File: src/rtl/aluPkg.sv
`default_nettype none

package aluPkg;

    localparam int DataWidth = 32;

    typedef enum logic [7:0] {
        Nop   = 8'h00,
        Add   = 8'h01,
        Addu  = 8'h02,
        Sub   = 8'h03,
        Subu  = 8'h04,
        And   = 8'h05,
        Or    = 8'h06,
        Xor   = 8'h07,
        Nor   = 8'h08,
        Slt   = 8'h09,
        Sltu  = 8'h0a,
        Sll   = 8'h10, // shifts by the instruction's sa field
        Srl   = 8'h11,
        Sra   = 8'h12,
        Sllv  = 8'h13, // shifts by srcA[4:0]
        Srlv  = 8'h14,
        Srav  = 8'h15,
        Lui   = 8'h16,
        Clo   = 8'h18,
        Clz   = 8'h19,
        Mthi  = 8'h20,
        Mtlo  = 8'h21,
        Mult  = 8'h30,
        Multu = 8'h31,
        Div   = 8'h32,
        Divu  = 8'h33
    } aluOp_e;

    // one execute-stage instruction as the decoder hands it over
    typedef struct packed {
        aluOp_e               op;
        logic [DataWidth-1:0] srcA;
        logic [DataWidth-1:0] srcB;
        logic [4:0]           sa;
    } exReq_t;

endpackage

`default_nettype wire

File: src/rtl/hiloPkg.sv
`default_nettype none

package hiloPkg;

    // both uses the all-zero code
    typedef enum logic [1:0] {
        Both = 2'b00,
        None = 2'b01,
        Lo   = 2'b10,
        Hi   = 2'b11
    } hiloSel_e;

    typedef struct packed {
        logic     write;
        hiloSel_e sel;
    } hiloWr_t;

    typedef struct packed {
        logic [aluPkg::DataWidth-1:0] hi; // remainder for a division
        logic [aluPkg::DataWidth-1:0] lo; // quotient for a division
    } hiloHalves_t;

    // a product is one wide word, a division gives two separate halves
    typedef union packed {
        logic [2*aluPkg::DataWidth-1:0] full;
        hiloHalves_t                    halves;
    } result_u;

endpackage

`default_nettype wire

File: src/rtl/seqMultiplier.sv
`default_nettype none

module seqMultiplier #(
    parameter int BitsPerCycle = 1
) (
    input  logic                         clk,
    input  logic                         rstN_i,
    input  logic                         flush_i,
    input  logic                         start_i,
    input  logic                         signed_i,
    input  logic [aluPkg::DataWidth-1:0] opA_i,
    input  logic [aluPkg::DataWidth-1:0] opB_i,
    output logic                         done_o,
    output hiloPkg::result_u             product_o
);
    localparam int W = aluPkg::DataWidth;
    localparam int Steps = W / BitsPerCycle;
    localparam int StepW = $clog2(Steps) + 1;

    logic [W-1:0]     absA;
    logic [W-1:0]     absB;
    logic [2*W-1:0]   candQ;
    logic [2*W-1:0]   curCand;
    logic [W-1:0]     plierQ;
    logic [W-1:0]     curPlier;
    logic [2*W-1:0]   accQ;
    logic [2*W-1:0]   curAcc;
    logic [2*W-1:0]   partial;
    logic [2*W-1:0]   nextAcc;
    logic             negQ;
    logic             curNeg;
    logic [StepW-1:0] stepQ;
    logic             busyQ;
    logic             lastStep;
    logic             doneQ;
    hiloPkg::result_u productQ;

    assign absA = (signed_i && opA_i[W-1]) ? -opA_i : opA_i;
    assign absB = (signed_i && opB_i[W-1]) ? -opB_i : opB_i;

    // the first chunk is taken straight from the inputs on the start edge
    assign curCand  = start_i ? {{W{1'b0}}, absA} : candQ;
    assign curPlier = start_i ? absB : plierQ;
    assign curAcc   = start_i ? '0 : accQ;
    assign curNeg   = start_i ? (signed_i & (opA_i[W-1] ^ opB_i[W-1])) : negQ;
    assign lastStep = start_i ? (Steps == 1) : (stepQ == StepW'(Steps - 1));

    always_comb begin
        partial = '0;
        for (int b = 0; b < BitsPerCycle; b++) begin
            if (curPlier[b]) begin
                partial = partial + (curCand << b);
            end
        end
    end

    assign nextAcc = curAcc + partial;

    always_ff @(posedge clk or negedge rstN_i) begin
        if (!rstN_i) begin
            busyQ <= 1'b0;
            stepQ <= '0;
            doneQ <= 1'b0;
        end else if (flush_i) begin
            busyQ <= 1'b0;
            stepQ <= '0;
            doneQ <= 1'b0;
        end else begin
            doneQ <= (start_i || busyQ) && lastStep;
            if (start_i || busyQ) begin
                busyQ <= !lastStep;
                stepQ <= lastStep ? '0 : (start_i ? StepW'(1) : stepQ + 1'b1);
            end
        end
    end

    always_ff @(posedge clk) begin
        if (start_i || busyQ) begin
            accQ   <= nextAcc;
            candQ  <= curCand << BitsPerCycle;
            plierQ <= curPlier >> BitsPerCycle;
            negQ   <= curNeg;
            if (lastStep) begin
                productQ.full <= curNeg ? -nextAcc : nextAcc; // sign fix on the final chunk
            end
        end
    end

    assign done_o    = doneQ;
    assign product_o = productQ;

endmodule

`default_nettype wire

File: src/rtl/seqDivider.sv
`default_nettype none

module seqDivider (
    input  logic                         clk,
    input  logic                         rstN_i,
    input  logic                         flush_i,
    input  logic                         start_i,
    input  logic                         signed_i,
    input  logic [aluPkg::DataWidth-1:0] dividend_i,
    input  logic [aluPkg::DataWidth-1:0] divisor_i,
    output logic                         done_o,
    output hiloPkg::result_u             quotRem_o
);
    localparam int W = aluPkg::DataWidth;
    localparam int StepW = $clog2(W);

    logic [W-1:0]     absDividend;
    logic [W-1:0]     absDivisor;
    logic [W-1:0]     remQ;
    logic [W-1:0]     quotQ;
    logic [W-1:0]     divisorQ;
    logic [W-1:0]     dividendQ;
    logic             negQuotQ;
    logic             negRemQ;
    logic             divZeroQ;
    logic [W:0]       shifted;
    logic [W:0]       diff;
    logic [W-1:0]     remNext;
    logic [W-1:0]     quotNext;
    logic [W-1:0]     quotFinal;
    logic [W-1:0]     remFinal;
    logic [StepW-1:0] stepQ;
    logic             busyQ;
    logic             lastStep;
    logic             doneQ;
    hiloPkg::result_u quotRemQ;

    assign absDividend = (signed_i && dividend_i[W-1]) ? -dividend_i : dividend_i;
    assign absDivisor  = (signed_i && divisor_i[W-1]) ? -divisor_i : divisor_i;

    // each restoring step moves the next dividend bit into the partial remainder
    assign shifted  = {remQ, quotQ[W-1]};
    assign diff     = shifted - {1'b0, divisorQ};
    assign remNext  = diff[W] ? shifted[W-1:0] : diff[W-1:0];
    assign quotNext = {quotQ[W-2:0], ~diff[W]};
    assign lastStep = busyQ && (stepQ == StepW'(W - 1));

    // quotient truncates toward zero and the remainder follows the dividend's sign
    assign quotFinal = divZeroQ ? '1 : (negQuotQ ? -quotNext : quotNext);
    assign remFinal  = divZeroQ ? dividendQ : (negRemQ ? -remNext : remNext);

    always_ff @(posedge clk or negedge rstN_i) begin
        if (!rstN_i) begin
            busyQ <= 1'b0;
            stepQ <= '0;
            doneQ <= 1'b0;
        end else if (flush_i) begin
            busyQ <= 1'b0;
            stepQ <= '0;
            doneQ <= 1'b0;
        end else begin
            doneQ <= lastStep && !start_i;
            if (start_i) begin
                busyQ <= 1'b1; // setup edge before the 32 steps
                stepQ <= '0;
            end else if (busyQ) begin
                stepQ <= stepQ + 1'b1;
                if (lastStep) begin
                    busyQ <= 1'b0;
                end
            end
        end
    end

    always_ff @(posedge clk) begin
        if (start_i) begin
            remQ      <= '0;
            quotQ     <= absDividend;
            divisorQ  <= absDivisor;
            dividendQ <= dividend_i;
            negQuotQ  <= signed_i & (dividend_i[W-1] ^ divisor_i[W-1]);
            negRemQ   <= signed_i & dividend_i[W-1];
            divZeroQ  <= (divisor_i == '0);
        end else if (busyQ) begin
            remQ  <= remNext;
            quotQ <= quotNext;
            if (lastStep) begin
                quotRemQ.halves.hi <= remFinal;
                quotRemQ.halves.lo <= quotFinal;
            end
        end
    end

    assign done_o    = doneQ;
    assign quotRem_o = quotRemQ;

endmodule

`default_nettype wire

File: src/rtl/aluCore.sv
`default_nettype none

module aluCore (
    input  logic              clk,
    input  logic              rstN_i,
    input  logic              stall_i,
    input  logic              flush_i,
    input  aluPkg::exReq_t    req_i,
    input  logic              mulDone_i,
    input  hiloPkg::result_u  mulResult_i,
    input  logic              divDone_i,
    input  hiloPkg::result_u  divResult_i,
    output logic              mulStart_o,
    output logic              divStart_o,
    output logic              signed_o,
    output hiloPkg::result_u  result_o,
    output logic              overflow_o,
    output hiloPkg::hiloWr_t  hiloWr_o,
    output logic              aluStall_o
);
    localparam int W = aluPkg::DataWidth;

    function automatic logic [W-1:0] countLeading(input logic [W-1:0] v, input logic bitVal);
        logic [W-1:0] cnt;
        cnt = W'(W);
        for (int i = 0; i < W; i++) begin
            if (v[i] != bitVal) begin
                cnt = W'(W - 1 - i); // the highest mismatch wins
            end
        end
        return cnt;
    endfunction

    logic             isMul;
    logic             isDiv;
    logic             isMulti;
    logic             busyQ;
    logic             heldQ;
    logic             doneHit;
    logic             startIssue;
    logic [W-1:0]     sum;
    logic [W-1:0]     diffAB;
    logic [W-1:0]     single;
    hiloPkg::result_u unitResult;
    hiloPkg::result_u heldResultQ;

    assign isMul   = (req_i.op == aluPkg::Mult) || (req_i.op == aluPkg::Multu);
    assign isDiv   = (req_i.op == aluPkg::Div) || (req_i.op == aluPkg::Divu);
    assign isMulti = isMul || isDiv;

    assign unitResult = isMul ? mulResult_i : divResult_i;
    assign doneHit    = busyQ && (isMul ? mulDone_i : divDone_i);
    assign startIssue = isMulti && !busyQ && !heldQ; // once per instruction

    assign mulStart_o = startIssue && isMul;
    assign divStart_o = startIssue && isDiv;
    assign signed_o   = (req_i.op == aluPkg::Mult) || (req_i.op == aluPkg::Div);
    assign aluStall_o = isMulti && !heldQ && !doneHit;

    assign sum    = req_i.srcA + req_i.srcB;
    assign diffAB = req_i.srcA - req_i.srcB;

    always_comb begin
        single     = '0;
        overflow_o = 1'b0;
        case (req_i.op)
            aluPkg::Add: begin
                single     = sum;
                overflow_o = (req_i.srcA[W-1] == req_i.srcB[W-1]) && (sum[W-1] != req_i.srcA[W-1]);
            end
            aluPkg::Sub: begin
                single     = diffAB;
                overflow_o = (req_i.srcA[W-1] != req_i.srcB[W-1])
                             && (diffAB[W-1] != req_i.srcA[W-1]);
            end
            aluPkg::Addu: single = sum;
            aluPkg::Subu: single = diffAB;
            aluPkg::And:  single = req_i.srcA & req_i.srcB;
            aluPkg::Or:   single = req_i.srcA | req_i.srcB;
            aluPkg::Xor:  single = req_i.srcA ^ req_i.srcB;
            aluPkg::Nor:  single = ~(req_i.srcA | req_i.srcB);
            aluPkg::Slt:  single = W'($signed(req_i.srcA) < $signed(req_i.srcB));
            aluPkg::Sltu: single = W'(req_i.srcA < req_i.srcB);
            aluPkg::Sll:  single = req_i.srcB << req_i.sa;
            aluPkg::Srl:  single = req_i.srcB >> req_i.sa;
            aluPkg::Sra:  single = $signed(req_i.srcB) >>> req_i.sa;
            aluPkg::Sllv: single = req_i.srcB << req_i.srcA[4:0];
            aluPkg::Srlv: single = req_i.srcB >> req_i.srcA[4:0];
            aluPkg::Srav: single = $signed(req_i.srcB) >>> req_i.srcA[4:0];
            aluPkg::Lui:  single = {req_i.srcB[15:0], 16'h0000};
            aluPkg::Clo:  single = countLeading(req_i.srcA, 1'b1);
            aluPkg::Clz:  single = countLeading(req_i.srcA, 1'b0);
            aluPkg::Mtlo: single = req_i.srcA;
            default:      single = '0;
        endcase
    end

    always_comb begin
        result_o.halves.hi = '0;
        result_o.halves.lo = single;
        hiloWr_o.write     = 1'b0;
        hiloWr_o.sel       = hiloPkg::None;
        if (isMulti) begin
            result_o       = heldQ ? heldResultQ : unitResult;
            hiloWr_o.sel   = hiloPkg::Both;
            hiloWr_o.write = !stall_i && (heldQ || doneHit);
        end else if (req_i.op == aluPkg::Mthi) begin
            result_o.halves.hi = req_i.srcA;
            hiloWr_o.sel       = hiloPkg::Hi;
            hiloWr_o.write     = !stall_i;
        end else if (req_i.op == aluPkg::Mtlo) begin
            hiloWr_o.sel   = hiloPkg::Lo;
            hiloWr_o.write = !stall_i;
        end
    end

    always_ff @(posedge clk or negedge rstN_i) begin
        if (!rstN_i) begin
            busyQ <= 1'b0;
            heldQ <= 1'b0;
        end else if (flush_i) begin
            busyQ <= 1'b0;
            heldQ <= 1'b0;
        end else begin
            if (startIssue) begin
                busyQ <= 1'b1;
            end else if (doneHit) begin
                busyQ <= 1'b0;
            end
            if (doneHit && stall_i) begin
                heldQ <= 1'b1; // keep the result while a later stage holds the pipeline
            end else if (heldQ && !stall_i) begin
                heldQ <= 1'b0;
            end
        end
    end

    always_ff @(posedge clk) begin
        if (doneHit && stall_i) begin
            heldResultQ <= unitResult;
        end
    end

endmodule

`default_nettype wire

File: src/rtl/executeStage.sv
`default_nettype none

module executeStage #(
    parameter int MulBitsPerCycle = 1
) (
    input  logic             clk,
    input  logic             rstN_i,
    input  aluPkg::exReq_t   exReq_i,
    input  logic             stall_i,
    input  logic             flush_i,
    output hiloPkg::result_u result_o,
    output logic             overflow_o,
    output hiloPkg::hiloWr_t hiloWr_o,
    output logic             aluStall_o
);
    logic             mulStart;
    logic             divStart;
    logic             signedOp;
    logic             mulDone;
    logic             divDone;
    hiloPkg::result_u mulResult;
    hiloPkg::result_u divResult;

    aluCore core (
        .clk         (clk),
        .rstN_i      (rstN_i),
        .stall_i     (stall_i),
        .flush_i     (flush_i),
        .req_i       (exReq_i),
        .mulDone_i   (mulDone),
        .mulResult_i (mulResult),
        .divDone_i   (divDone),
        .divResult_i (divResult),
        .mulStart_o  (mulStart),
        .divStart_o  (divStart),
        .signed_o    (signedOp),
        .result_o    (result_o),
        .overflow_o  (overflow_o),
        .hiloWr_o    (hiloWr_o),
        .aluStall_o  (aluStall_o)
    );

    seqMultiplier #(
        .BitsPerCycle (MulBitsPerCycle)
    ) mul (
        .clk       (clk),
        .rstN_i    (rstN_i),
        .flush_i   (flush_i),
        .start_i   (mulStart),
        .signed_i  (signedOp),
        .opA_i     (exReq_i.srcA),
        .opB_i     (exReq_i.srcB),
        .done_o    (mulDone),
        .product_o (mulResult)
    );

    seqDivider div (
        .clk        (clk),
        .rstN_i     (rstN_i),
        .flush_i    (flush_i),
        .start_i    (divStart),
        .signed_i   (signedOp),
        .dividend_i (exReq_i.srcA),
        .divisor_i  (exReq_i.srcB),
        .done_o     (divDone),
        .quotRem_o  (divResult)
    );

endmodule

`default_nettype wire

File: config.mk
export PLATFORM = sky130hd
export DESIGN_NAME = executeStage
export DESIGN_NICKNAME = d
export VERILOG_FILES = /design/src/rtl/aluPkg.sv /design/src/rtl/hiloPkg.sv /design/src/rtl/seqMultiplier.sv /design/src/rtl/seqDivider.sv /design/src/rtl/aluCore.sv /design/src/rtl/executeStage.sv
export SDC_FILE = /design/constraint.sdc
export NUM_CORES = 2
export LEC_CHECK = 0
export BUFFER_PORTS_ARGS = -buffer_cell sky130_fd_sc_hd__buf_4
export CORE_MARGIN = 4
export CORE_UTILIZATION = 55
export DETAILED_ROUTE_END_ITERATION = 12
export PLACE_DENSITY = 0.8
export REMOVE_ABC_BUFFERS = 1
export SLEW_MARGIN = 20
export SYNTH_ARGS = -nofsm -noshare
export SYNTH_HDL_FRONTEND = slang
export SYNTH_HIERARCHICAL = 1
export SYNTH_SLANG_ARGS = --single-unit
File: constraint.sdc
create_clock -name clk -period 9.4 [get_ports clk]
set_input_delay 1.88 -clock clk [delete_from_list [all_inputs] [get_ports clk]]
set_output_delay 1.88 -clock clk [all_outputs]
set_load 0.02 [all_outputs]
# Yosys cells after proc, flatten, opt, wreduce, memory -nomap -nowiden

Index checks and enable logic that the tools add are counted.
Widths: inputs -> output; s select.

Register bits: 499
Bits in latches: 0
Bits in writable memories: 0
ROM bits: 0
Input port bits: 81
Output and inout bits: 69
Logic and storage cells: 233
Memories kept: 0

$add $sub $neg: 11
Multipliers: 0
Div/mod/pow operators: 0
Magnitude comparators: 2
Equality and inequality tests: 31
Shift operators: 6
Multiplexer cells: 111
Bitwise logic cells: 9
Reductions and logical operators: 39

Operators by type and width:

| cell               | number |
|---|---|
| $mux 32            | 42 |
| $pmux 32 s18       | 1 |
| $mux 64            | 6 |
| $mux 6             | 37 |
| $neg 32->32        | 4 |
| $eq 8x5->1 const B | 9 |
| $add 64x64->64     | 1 |
| $lt 32x32->1       | 2 |
| $neg 64->64        | 1 |
| $shl 32x5->32      | 2 |
| $shr 32x5->32      | 2 |
| $sshr 32x5->32     | 2 |
| $eq 8x6->1 const B | 6 |
| $sub 33x32->33     | 1 |
| $add 32x32->32     | 1 |
| $and 32x32->32     | 1 |
| $eq 8x3->1 const B | 4 |
| $logic_not 32->1   | 1 |
| $not 32->32        | 1 |
| $or 32x32->32      | 1 |
| $sub 32x32->32     | 1 |
| $xor 32x32->32     | 1 |
| $mux 31            | 1 |
| $eq 8x4->1 const B | 3 |
| other kinds (23)   | 78 |

# Longest topological paths before layout

Depth in word-level cells: 34
Gate-level depth with buffers: 27
Depth with buffers taken out: 24

# Cells and area by module

The synthesis kept the hierarchy.

Modules (own cells, without submodules):

| module        | times used | cells an instance | area an instance (um^2) | seq. area each (um^2) |
|---|---|---|---|---|
| aluCore       | 1          | 2328              | 17035.1                 | 1971.9 |
| seqMultiplier | 1          | 1786              | 16510.8                 | 6896.6 |
| seqDivider    | 1          | 1350              | 12634.6                 | 5710.5 |

# Worst setup path after synthesis

OpenSTA, ideal clock, no wires.

Kind: input port to flip-flop
Start point: input exReq_i[70] (netlist bit)
End point: register div.quotRemQ, in the netlist div/quotRem_o[0], enable pin
Setup time: 0.530 ns
Arrival: 11.241 ns
Required time: 8.870 ns
Setup slack: -2.371 ns
Stages: 9
Buffers on the path: 6
Cells stage by stage: clkbuf_1 > buf_1 > clkbuf_1 > inv_1 > nor4_1 > clkbuf_1 > clkbuf_1 > buf_1 > nor2_1

Word-level cells in the longest chain between the ends: 8
Elaborated cells on any way between the ends: 12
Classes of those cells: 4 x eq/ne; 1 x bitwise; 7 x reduce/logical

RTL lines:

| element                                    | RTL line                     | RTL |
|---|---|---|
| start: declaration                         | executeStage.sv:8            | `input aluPkg::exReq_t exReq_i,` |
| $eq 8x6->1, on equally long branches       | aluCore.sv:47, aluCore.sv:48 |  |
| $logic_or 1x1->1, on equally long branches | aluCore.sv:47, aluCore.sv:48 |  |
| $logic_or 1x1->1                           | aluCore.sv:49                | `assign isMulti = isMul \|\| isDiv;` |
| $logic_and 1x1->1 (2 in series)            | aluCore.sv:53                | `assign startIssue = isMulti && !busyQ && !heldQ;` |
| $logic_and 1x1->1 *                        | aluCore.sv:56                | `assign divStart_o = startIssue && isDiv;` |
| via divStart                               | executeStage.sv:17           | `logic divStart;` |
| $not 1->1 (no line) *                      | --                           |  |
| $reduce_and 3->1 (no line) *               | --                           |  |
| end: declaration                           | seqDivider.sv:36             | `hiloPkg::result_u quotRemQ;` |

Mark *: on every way through the listed nets, which the timed path passes. The rest lies on a longest branch.
A chain may end at the register's enable or synchronous reset.

==> metrics.txt <==
CTS tree yes; total clock sinks 499; flops & latches, synth 499; Clock transition at path regs 0.06 ns; clock group share of total power 32.4%; die width 298 um; initial antenna violation count 14; max_cap viols 0; # rows 106; fin area 50600 um2; final wirelength 203000 um; Fin Hold WS 0.517 ns; I/O pin count 150; GRT overflow 0; DIE AREA 88700 um2; Max Clk Rate 0.110 GHz; final setup fails 0; area of the core 83400 um2; final hold vios 0; number of synthesized flops with an enable pin 450; Switching Fraction 36.7%; vias in the first global route 43500; clk root buf clkbuf_16; H-tree depth 2; combinational power share 32.8%; Initial Utilization 55.4%; Synth async-reset ratio 3.41%; Seq pwr share 34.9%; YS warnings 6; first-pass GRT wire length 292000 um; Slew Viols, Final 0; Worst-Skew Late Latency 0.66 ns; Antenna Violating Nets Remaining 0; Fill cells 7284; PwrDens 145 nW/um2; RSZ-0062 raised after global routing false; Pleak 19.4 nW; cts repair resizes 0; largest net degree at the start of global routing 97; DR WL/cell 30.7 um; Post-Syn Area per Cell 8.45 um2; via count 47000; Critical Path Start Type input pin; final core utilization 60.6%; Final nets 5748; Hold Crit Class reg -> reg; CP Max Fanout 19; final worst path period need 9.06 ns; hold-fix buffers at CTS 0; Slew HR 18.9%; die height 298 um; DRC Markers 0; maximum vdd drop 190 uV; class of the most critical setup path in -> out; Syn-to-layout area delta 9.56%; drt via density 7.13; Post-CTS Setup Inserts 0; TNS Setup 0 ns; Final Skew 0.0344 ns; placer congestion estimate 1.08; share of the yosys chip area belonging to registers 31.6%; status completed; initial drt markers 6613; placed cell area 48600 um2; Least-Margin Pin Slew 1.21 ns; Cell variety after synth 111; dpl hpwl 150000 um; period utilization 96.4%; Synth Instances 5464; Arrival @ worst endpoint 7.18 ns; most frequent cells in the layout nand2_1, nor2_1, edfxtp_1, a21oi_1, buf_4; gr usage total 43.7%; Top FF cell, synth edfxtp_1; CP endpoint kind primary output; clk buf depth 3; first-pass iteration count of the detailed router 7; leading cell type in the layout, fill and taps excluded nand2_1; P_sw 2.69 mW; Post-Syn Area 46200 um2; Port Buffer Count 149; Num CTS Buffers 55; Critical Path RT 7.52 ns; P_int 4.63 mW; fraction of layout cells with a size suffix above 1 11.6%
==> final timing paths <==
check | from | end | slack (ns) | cells after the start
min in group asynchronous | rstN_i | div/stepQ[1] | 1.09 | 1
max in group asynchronous | rstN_i | core/heldQ | 8.06 | 1
worst min-delay path | div/dividendQ[7] | div/quotRem_o[39] | 0.52 | 2
worst max register to register | core/heldQ | mul/product_o[53] | 2.20 | 17
worst min register to register | div/dividendQ[7] | div/quotRem_o[39] | 0.52 | 2
worst max-delay path | exReq_i[37] | result_o[0] | 0.34 | 16
==> critical path, stage by stage <==
cell and delay, ns:
buf_4 0.25, inv_1 0.36, ha_1 0.42, fa_1 0.36, nor2_1 0.08, o311a_1 0.33
o221a_2 0.28, nor3_1 0.43, o31ai_1 0.16, buf_4 0.19, a311oi_1 0.68, o311ai_0 0.24
buf_4 0.19, a2111oi_0 0.82, or4_1 0.33, buf_4 0.18
==> cell usage after synthesis, types with 31 or more instances <==
| cell type | n | share of area, % |
|---|---|---|
| a221oi_1 | 41 | 0.78 |
| edfxtp_1 | 450 | 29 |
| and3_1 | 47 | 0.64 |
| a21o_1 | 61 | 0.99 |
| nor3_1 | 146 | 1.6 |
| or3_1 | 44 | 0.60 |
| inv_1 | 193 | 1.6 |
| nand2_1 | 554 | 4.5 |
| nand2b_1 | 88 | 1.2 |
| nand4_1 | 72 | 0.98 |
| a31oi_1 | 52 | 0.70 |
| a21oi_1 | 426 | 4.6 |
| buf_2 | 31 | 0.34 |
| a22oi_1 | 36 | 0.59 |
| nand3_1 | 114 | 1.2 |
| nor4_1 | 60 | 0.81 |
| o21a_1 | 39 | 0.63 |
| mux2_2 | 112 | 2.7 |
| a211oi_1 | 97 | 1.6 |
| xor2_1 | 136 | 2.6 |
| o211ai_1 | 91 | 1.5 |
| ha_1 | 201 | 5.4 |
| o21ai_0 | 300 | 3.3 |
| nor2b_1 | 149 | 2.0 |
| o31ai_1 | 51 | 0.83 |
| mux2i_1 | 220 | 4.8 |
| and2_1 | 82 | 1.1 |
| dfxtp_1 | 32 | 1.4 |
| xnor2_1 | 155 | 2.9 |
| buf_1 | 41 | 0.33 |
| clkbuf_1 | 300 | 2.4 |
| or4_1 | 31 | 0.50 |
| nor2_1 | 464 | 3.8 |
==> state kept, by name, indices dropped and copies added (netlist names), 6 cells and up <==
| signal | count |
|---|---|
| mul/candQ | 63 |
| core/heldResultQ | 64 |
| mul/plierQ | 31 |
| mul/stepQ | 6 |
| div/dividendQ | 32 |
| mul/product_o | 64 |
| div/quotQ | 32 |
| div/quotRem_o | 64 |
| div/divisorQ | 32 |
| mul/accQ | 64 |
| div/remQ | 32 |
==> layer usage <==
| metal | GRT usage [%] | vias to the layer above | part of all wire (%) | wire length [um] |
|---|---|---|---|---|
| li1 | - | 20400 | - | - |
| met1 | 57.9 | 22500 | 38 | 77400 |
| met2 | 64.4 | 3376 | 42 | 84600 |
| met3 | 11.8 | 750 | 13 | 26200 |
| met4 | 25.0 | 14 | 7.1 | 14300 |
| met5 | 0 | - | 0.046 | 94 |
==> power groups by stage <==
stage / clock (mW) / combinational [mW] / sequential (mW)
after detailed placement: 0 / 2.27 / 2.59
after global routing: 2.47 / 2.53 / 2.55
after floorplan: 0 / 1.47 / 2.56
after global placement: 0 / 2.25 / 2.59
final: 2.37 / 2.40 / 2.55
after CTS: 2.38 / 2.29 / 2.54
==> metrics by stage <==
step	worst slack, ns	power (mW)	instances
6_report	0.339	7.31	6596
4_1_cts	0.600	7.21	6588
3_3_place_gp	0.493	4.83	6484
2_1_floorplan	-20.20	4.02	5089
3_5_place_dp	0.401	4.86	6484
5_1_grt	0.353	7.55	6589
==> final cells by class <==
class	instances	area [um2]	area share (%)
multi-input cells	4394	29500	58.4
repair buffers	316	2390	4.73
clock buffers	61	1420	2.80
flip-flops and latches	499	14600	28.8
inverters	196	741	1.46
diodes	7	17.5	0.0346
well taps	1080	1350	2.67
clock inverters	43	546	1.08
==> cells by family after synthesis <==
family | synth area share (%)
AO/OA/AOI/OAI | 22.8
XOR/XNOR | 5.52
adder cells (fa/ha/maj) | 5.62
buffers and inverters | 4.76
flip-flops | 31.6
multiplexers | 8.96
AND/OR/NAND/NOR | 20.8
(Power assumes the default switching activity.)
